## src/hdl/miriscv_pkg.sv

```systemverilog
package miriscv_pkg;

  // access size, coded as the RISC-V load funct3
  // bit 2 set marks the unsigned variants
  typedef enum logic [2:0] {
    LDST_B  = 3'd0,
    LDST_H  = 3'd1,
    LDST_W  = 3'd2,
    LDST_BU = 3'd4,
    LDST_HU = 3'd5
  } ldst_size_e;

  // request from the core
  typedef struct packed {
    // request level, held until completion
    logic       req;
    // 1 for a store
    logic       we;
    ldst_size_e size;
    // byte address
    logic [31:0] addr;
    // store data, low bits used for narrow stores
    logic [31:0] wdata;
  } lsu_req_t;

  // request from the lsu to the data memory
  typedef struct packed {
    logic        req;
    logic        we;
    // one bit per byte lane
    logic [3:0]  be;
    // word aligned, low two bits are zero
    logic [31:0] addr;
    // store data already replicated over the lanes
    logic [31:0] wdata;
  } mem_req_t;

  // one memory word, seen as bytes or as halfwords
  typedef union packed {
    logic [3:0][7:0]  bytes;
    logic [1:0][15:0] halves;
  } mem_word_u;

endpackage

```

## src/hdl/miriscv_ram_lane.sv

```systemverilog
`timescale 1ns/100ps

module miriscv_ram_lane #(
  parameter  int MEM_WORDS = 64,
  localparam int IDX_W     = (MEM_WORDS > 1) ? $clog2(MEM_WORDS) : 1
) (
  input  logic             clk_i,
  // request, write flag and byte enable already merged
  input  logic             we_i,
  // word index
  input  logic [IDX_W-1:0] addr_i,
  input  logic [7:0]       wdata_i,
  output logic [7:0]       rdata_o
);

  // one byte of every word
  logic [7:0] mem_q [MEM_WORDS];

  // write lands on the edge, read data follows a cycle later
  always_ff @(posedge clk_i) begin
    if (we_i) begin
      mem_q[addr_i] <= wdata_i;
    end
    rdata_o <= mem_q[addr_i];
  end

endmodule

```

## src/hdl/miriscv_data_mem.sv

```systemverilog
`timescale 1ns/100ps

module miriscv_data_mem #(
  parameter int MEM_WORDS = 64
) (
  input  logic                   clk_i,
  input  miriscv_pkg::mem_req_t  mem_req_i,
  output miriscv_pkg::mem_word_u mem_rdata_o
);

  localparam int IDX_W = (MEM_WORDS > 1) ? $clog2(MEM_WORDS) : 1;

  logic [IDX_W-1:0] word_idx;
  wire  [3:0][7:0]  lane_rdata;

  // word index from the byte address
  assign word_idx = mem_req_i.addr[IDX_W+1:2];

  genvar lane;
  for (lane = 0; lane < 4; lane++) begin : g_lane
    logic lane_we;

    // only the enabled byte lanes write
    assign lane_we = mem_req_i.req & mem_req_i.we & mem_req_i.be[lane];

    miriscv_ram_lane #(
      .MEM_WORDS (MEM_WORDS)
    ) ram_lane_inst (
      .clk_i   (clk_i),
      .we_i    (lane_we),
      .addr_i  (word_idx),
      .wdata_i (mem_req_i.wdata[8*lane +: 8]),
      .rdata_o (lane_rdata[lane])
    );
  end

  // lane outputs gathered into the byte view
  assign mem_rdata_o.bytes = lane_rdata;

  // upper address bits are dropped, so they must stay inside the depth
  a_addr_in_range: assert property (
    @(posedge clk_i)
    mem_req_i.req |-> (mem_req_i.addr[31:2] < MEM_WORDS)
  );

endmodule

```

## src/hdl/miriscv_lsu.sv

```systemverilog
`timescale 1ns/100ps

module miriscv_lsu (
  input  logic                  clk_i,
  input  logic                  arstn_i,

  // core side
  input  miriscv_pkg::lsu_req_t lsu_req_i,
  output logic                  lsu_stall_req_o,
  output logic [31:0]           lsu_data_o,

  // memory side
  output miriscv_pkg::mem_req_t mem_req_o,
  input  miriscv_pkg::mem_word_u mem_rdata_i
);

  import miriscv_pkg::*;

  logic [1:0]  byte_offset;
  logic        load_signed;
  logic        done_q;
  logic [3:0]  be;
  logic [7:0]  byte_sel;
  logic [15:0] half_sel;
  mem_word_u   wdata_rep;

  assign byte_offset = lsu_req_i.addr[1:0];

  // funct3 bit 2 clear means sign extension
  assign load_signed = ~lsu_req_i.size[2];

  // done is set after the stall cycle and cleared after completion
  // a request held high then restarts with a fresh stall cycle
  always_ff @(posedge clk_i) begin
    if (arstn_i) begin
      done_q <= 1'b0;
    end else begin
      done_q <= lsu_req_i.req & ~done_q;
    end
  end

  assign lsu_stall_req_o = lsu_req_i.req & ~done_q;

  // byte enables from size and offset
  always_comb begin
    unique case (lsu_req_i.size)
      LDST_B, LDST_BU: be = 4'b0001 << byte_offset;
      LDST_H, LDST_HU: be = 4'b0011 << {byte_offset[1], 1'b0};
      LDST_W:          be = 4'b1111;
      default:         be = 4'b0000;
    endcase
  end

  // store data replicated so every lane sees its part
  always_comb begin
    unique case (lsu_req_i.size)
      LDST_B, LDST_BU: wdata_rep.bytes  = {4{lsu_req_i.wdata[7:0]}};
      LDST_H, LDST_HU: wdata_rep.halves = {2{lsu_req_i.wdata[15:0]}};
      default:         wdata_rep.bytes  = lsu_req_i.wdata;
    endcase
  end

  // pick the addressed byte and halfword out of the read word
  assign byte_sel = mem_rdata_i.bytes[byte_offset];
  assign half_sel = mem_rdata_i.halves[byte_offset[1]];

  // load data extended as the size asks
  always_comb begin
    unique case (lsu_req_i.size)
      LDST_B, LDST_BU: begin
        lsu_data_o = {{24{load_signed & byte_sel[7]}}, byte_sel};
      end
      LDST_H, LDST_HU: begin
        lsu_data_o = {{16{load_signed & half_sel[15]}}, half_sel};
      end
      LDST_W: begin
        lsu_data_o = mem_rdata_i.bytes;
      end
      default: begin
        lsu_data_o = 32'd0;
      end
    endcase
  end

  assign mem_req_o.req   = lsu_req_i.req;
  assign mem_req_o.we    = lsu_req_i.we;
  assign mem_req_o.be    = be;
  assign mem_req_o.addr  = {lsu_req_i.addr[31:2], 2'b00};
  assign mem_req_o.wdata = wdata_rep.bytes;

  // misaligned accesses are not handled here
  a_half_aligned: assert property (
    @(posedge clk_i) disable iff (arstn_i)
    lsu_req_i.req && (lsu_req_i.size inside {LDST_H, LDST_HU}) |-> !byte_offset[0]
  );

  a_word_aligned: assert property (
    @(posedge clk_i) disable iff (arstn_i)
    lsu_req_i.req && (lsu_req_i.size == LDST_W) |-> (byte_offset == 2'b00)
  );

  a_size_known: assert property (
    @(posedge clk_i) disable iff (arstn_i)
    lsu_req_i.req |-> (lsu_req_i.size inside {LDST_B, LDST_H, LDST_W, LDST_BU, LDST_HU})
  );

endmodule

```

## src/hdl/miriscv_lsu_top.sv

```systemverilog
`timescale 1ns/100ps

module miriscv_lsu_top #(
  parameter int MEM_WORDS = 64
) (
  input  logic                  clk_i,
  input  logic                  arstn_i,
  input  miriscv_pkg::lsu_req_t lsu_req_i,
  output logic                  lsu_stall_req_o,
  output logic [31:0]           lsu_data_o
);

  import miriscv_pkg::*;

  // lsu to memory
  mem_req_t  mem_req;
  // read word back to the lsu
  mem_word_u mem_rdata;

  miriscv_lsu lsu_inst (
    .clk_i           (clk_i),
    .arstn_i         (arstn_i),
    .lsu_req_i       (lsu_req_i),
    .lsu_stall_req_o (lsu_stall_req_o),
    .lsu_data_o      (lsu_data_o),
    .mem_req_o       (mem_req),
    .mem_rdata_i     (mem_rdata)
  );

  miriscv_data_mem #(
    .MEM_WORDS (MEM_WORDS)
  ) data_mem_inst (
    .clk_i       (clk_i),
    .mem_req_i   (mem_req),
    .mem_rdata_o (mem_rdata)
  );

endmodule

```

## config.mk

```make
export PLATFORM = sky130hd
export DESIGN_NAME = miriscv_lsu_top
export DESIGN_NICKNAME = d
export VERILOG_FILES = /design/src/hdl/miriscv_pkg.sv /design/src/hdl/miriscv_ram_lane.sv /design/src/hdl/miriscv_data_mem.sv /design/src/hdl/miriscv_lsu.sv /design/src/hdl/miriscv_lsu_top.sv
export SDC_FILE = /design/constraint.sdc
export NUM_CORES = 2
export LEC_CHECK = 0
export BUFFER_PORTS_ARGS = -buffer_cell sky130_fd_sc_hd__buf_2
export CORE_ASPECT_RATIO = 1.2
export CORE_MARGIN = 3
export CORE_UTILIZATION = 50
export DETAILED_ROUTE_END_ITERATION = 8
export HOLD_SLACK_MARGIN = 0.08
export MAX_ROUTING_LAYER = met4
export PLACE_DENSITY = 0.68
export RECOVER_POWER = 100
export SYNTH_ARGS = -nofsm -noshare
export SYNTH_HDL_FRONTEND = slang
export SYNTH_SLANG_ARGS = --single-unit
```

## constraint.sdc

```tcl
create_clock -name clk_i -period 5 [get_ports clk_i]
set_clock_uncertainty 0.05 [all_clocks]
set_input_delay 1 -clock clk_i [delete_from_list [all_inputs] [get_ports clk_i]]
set_output_delay 1 -clock clk_i [all_outputs]
set_load 0.005 [all_outputs]
```

==> reports/results.md <==
| Parameter | This run | Unit |
|---|---|---|
| Number of nets produced by synthesis | 4,320 | - |
| Wire length of the first global-routing pass | 309,000 | um |
| Cell type group with the largest total delay on the critical path | simple AND/OR/NAND/NOR gates | - |
| Placeable core region | 159,000 | um^2 |
| EDFF count, synth | 2,048 | - |
| Sequential Area | 62,200 | um^2 |
| Post-CTS Setup Repair Bufs | 0 | - |
| Top library cells by usage in the layout, fill and taps aside | sky130_fd_sc_hd__edfxtp_1 (2,048), sky130_fd_sc_hd__nor2_1 (363), sky130_fd_sc_hd__clkbuf_1 (281) | - |
| Number of levels in the clock H-tree | 4 | - |
| Hold bufs inserted after CTS | 0 | - |
| # clock sinks | 2,081 | - |
| Die ar. | 165,000 | um^2 |
| Slew at the pin with the worst max-slew slack | 2940 | ps |
| Xor and xnor area share after synthesis | 0 | % |
| Cell chain of the critical path | clkbuf_4 -> and3b_2 -> clkbuf_1 -> nand2_1 -> nor2_1 -> clkbuf_1 | - |
| Cell area after technology mapping | 80,200 | um^2 |
| Hold_sp | arstn_i | - |
| Pins Over Slew Limit | 958 | - |
| Complex-gate fraction of the synthesized area | 6.77 | % |
| Width of the die | 372 | um |
| Unrepaired setup endpoints after global routing | false | - |
| Status | complete, but fails checks | - |
| Worst path buffer plus inverter count | 3 | - |
| Number of vias per cell after detailed routing | 6.41 | - |
| Mean cell area of the mapped netlist | 18.9 | um^2 |
| Fraction of synthesis flops using an asynchronous set or reset pin | 0 | % |
| R2R Setup Slk | 2780 | ps |
| Crit-path most repeated cell | sky130_fd_sc_hd__clkbuf_1 | - |
| Peak per-stage delay on the critical path | 880 | ps |
| Simple-gate portion of the synthesized area | 3.14 | % |
| Slowest cell on crit path | sky130_fd_sc_hd__and3b_2 | - |
| Critical Path End Type | flip-flop | - |
| DRC | 0 | - |
| Area Growth Syn to Fin | 12.1 | % |
| # Max-Cap Violations | 21 | - |
| Portion of the post-synthesis area used by sequential elements | 77.5 | % |
| Pwr/cell area | 391 | nW/um^2 |
| Wire per inst | 31.8 | um |
| CTS clock-pin slew for the worst setup and hold paths | 60 | ps |
| Worst-skew pair later-pin latency | 830 | ps |
| Synthesized flop and latch total | 2,081 | - |
| Reg2Reg Capture Point | data_mem_inst.g_lane[3].ram_lane_inst.rdata_o[5] | - |
| Via total after detailed routing | 44,000 | - |
| Violations in the final reports | capacitance limit, slew limit | - |
| Combined area of the multi-input logic cells | 16,700 | um^2 |
| Total wirelength of the detailed-routed design | 218,000 | um |
| Global route overflow | 0 | - |
| Global routing usage summed across all routing layers | 27.2 | % |
| Most common cell after layout, fill and taps aside | sky130_fd_sc_hd__edfxtp_1 | - |
| Fmax achieved | 0.226 | GHz |
| Initial Util | 50.4 | % |
| Post-Synthesis Cells | 4,249 | - |
| Proportion of layout cells with a drive suffix above 1 | 15.7 | % |
| Register-to-Register Path Depth | 5 | - |
| Data arrival time at the worst-slack endpoint | 4870 | ps |
| Accumulated negative setup slack | 0 | ps |
| Final Util | 56.5 | % |
| Maximum clock insertion buffer count | 3 | - |
| Worst R2R Start | data_mem_inst.g_lane[3].ram_lane_inst.mem_q[32][5] | - |
| Number of warnings printed during yosys synthesis | 0 | - |
| Max-slew headroom | -95.8 | % |
| Hold endpoint | lsu_inst.done_q | - |
| Detail Route Antenna Nets | 0 | - |
| Path category of the worst min-delay check | in2reg | - |
| Hold path depth | 2 | - |
| Critical path data required time | 5450 | ps |
| Hold violation total from the final report | 0 | - |
| Final count of negative-setup-slack endpoints | 0 | - |
| Critical path type | in2reg | - |
| Nets@finish | 4,656 | - |
| Fillers | 11,900 | - |
| Total CTS buffers | 184 | - |
| Initial antenna violation count | 22 | - |
| Portion of netlist area occupied by mux cells | 10.8 | % |
| Adder-cell area share of the yosys netlist | 0 | % |
| Worst voltage drop across the vdd grid | 405 | uV |
| Root Buffer | sky130_fd_sc_hd__clkbuf_16 | - |
| Number of optimization iterations in the first detailed-route pass | 6 | - |
| Io pins | 104 | - |
| Initial DRC Count | 6,197 | - |
| Count of distinct cell types in the synthesized netlist | 55 | - |
| DPL Wire Length | 142,000 | um |
| Largest net degree at the start of global routing | 119 | - |
| Clock tree from TritonCTS | done | - |
| Chip height | 445 | um |
| Number of rows in the core area | 160 | - |
| Global placement routability congestion | 0.924 | - |
| Static leakage power | 28.2 | nW |
| Period minus WS final | 4420 | ps |
| Final period util | 88.5 | % |
| Resize count post-CTS | 0 | - |
| Count of buffers from port buffering | 79 | - |
| Main combinational cell family by area after synthesis | multiplexers | - |
| Via count of the first global-routing pass | 42,500 | - |
| Largest fanout on the critical path | 66 | - |
| Startpoint types | primary input | - |
| Dominant register cell in the synthesized netlist | sky130_fd_sc_hd__edfxtp_1 | - |
[cells in the mapped netlist, types with 7 or more instances]
library cell | count | share of area [%]
sky130_fd_sc_hd__nand4_1 | 34 | 0.27
sky130_fd_sc_hd__o21ai_1 | 12 | 0.075
sky130_fd_sc_hd__nor2_1 | 365 | 1.7
sky130_fd_sc_hd__buf_6 | 8 | 0.11
sky130_fd_sc_hd__nand2_1 | 163 | 0.76
sky130_fd_sc_hd__a221oi_1 | 236 | 2.6
sky130_fd_sc_hd__o21ai_0 | 114 | 0.71
sky130_fd_sc_hd__edfxtp_1 | 2048 | 77
sky130_fd_sc_hd__buf_1 | 10 | 0.047
sky130_fd_sc_hd__mux4_2 | 256 | 7.2
sky130_fd_sc_hd__mux2_2 | 25 | 0.35
sky130_fd_sc_hd__clkbuf_1 | 122 | 0.57
sky130_fd_sc_hd__buf_2 | 132 | 0.82
sky130_fd_sc_hd__a221o_1 | 17 | 0.21
sky130_fd_sc_hd__a22oi_1 | 160 | 1.5
sky130_fd_sc_hd__o22ai_1 | 65 | 0.51
sky130_fd_sc_hd__a21oi_1 | 14 | 0.087
sky130_fd_sc_hd__o22a_1 | 54 | 0.59
sky130_fd_sc_hd__nor2b_1 | 7 | 0.055
sky130_fd_sc_hd__a21o_1 | 18 | 0.17
sky130_fd_sc_hd__dfxtp_1 | 33 | 0.82
sky130_fd_sc_hd__buf_4 | 20 | 0.19
sky130_fd_sc_hd__mux2i_1 | 262 | 3.3
[report_power, final]
| part | switching, W | total [W] | internal, W | leakage, nW |
|---|---|---|---|---|
| clock network | 0.00610 | 0.0137 | 0.00760 | 2.82 |
| logic | 0.00136 | 0.00194 | 0.000587 | 6.85 |
| registers | 0.000120 | 0.0195 | 0.0193 | 18.5 |
| total | 0.00758 | 0.0351 | 0.0275 | 28.2 |
[cell type report]
class | instances | share of cell area [%]
Sequential cell | 2081 | 69.2
Timing Repair Buffer | 442 | 2.78
Inverter | 4 | 0.0251
Multi-Input combinational cell | 1872 | 18.6
Clock buffer | 235 | 5.54
Tap cell | 2106 | 2.93
Clock inverter | 103 | 0.892
Antenna cell | 25 | 0.0696
[routing by layer]
metal  GRT usage (%)  part of all wire [%]  routed length, um  vias to the layer above
met5               -                     0                  0                        -
met4            14.5                   6.1              13300                        0
met3            6.38                    11              23600                      518
met2            40.2                    47             102000                     2632
met1            35.3                    37              79800                    22700
li1                -                     -                  -                    18200
[worst max-delay path by stage]
stage | startpoint | to | slack (ps) | cells past startpoint
floorplan | lsu_req_i[64] | data_mem_inst.g_lane[3].ram_lane_inst.mem_q[0][0] | 210 | 4
global placement | lsu_req_i[65] | data_mem_inst.g_lane[3].ram_lane_inst.mem_q[32][5] | 950 | 7
detailed placement | lsu_req_i[34] | data_mem_inst.g_lane[0].ram_lane_inst.mem_q[17][1] | 870 | 5
CTS | data_mem_inst.g_lane[3].ram_lane_inst.rdata_o[7] | lsu_data_o[23] | 1060 | 6
global route | lsu_req_i[7] | data_mem_inst.g_lane[3].ram_lane_inst.mem_q[55][7] | 540 | 4
finish | lsu_req_i[34] | data_mem_inst.g_lane[3].ram_lane_inst.mem_q[46][3] | 580 | 6
[sequential cells by signal, indices dropped and copies added, names as in the netlist]
name / cells
data_mem_inst.g_lane.ram_lane_inst.mem_q: 2048
data_mem_inst.g_lane.ram_lane_inst.rdata_o: 32
lsu_inst.done_q: 1
[per-stage QoR]
| step | std cells | hold WS, ps | power [W] | worst slack, ps | instance area [um^2] |
|---|---|---|---|---|---|
| after floorplan | 4249 | 448 | 0.0208 | 206 | 80200 |
| after global placement | 6505 | 446 | 0.0217 | 953 | 85000 |
| after detailed placement | 6505 | 451 | 0.0218 | 866 | 85000 |
| after CTS | 6843 | 235 | 0.0352 | 1060 | 90800 |
| after global routing | 6856 | 250 | 0.0360 | 540 | 89900 |
| final | 6868 | 289 | 0.0351 | 575 | 89900 |
[kinds of logic after synthesis]
logic type      after synthesis
compound gates              721
mux                         543
flops                      2081
simple gates                608
buf+inv                     296
Note: power is estimated with default switching activity, not from simulation.
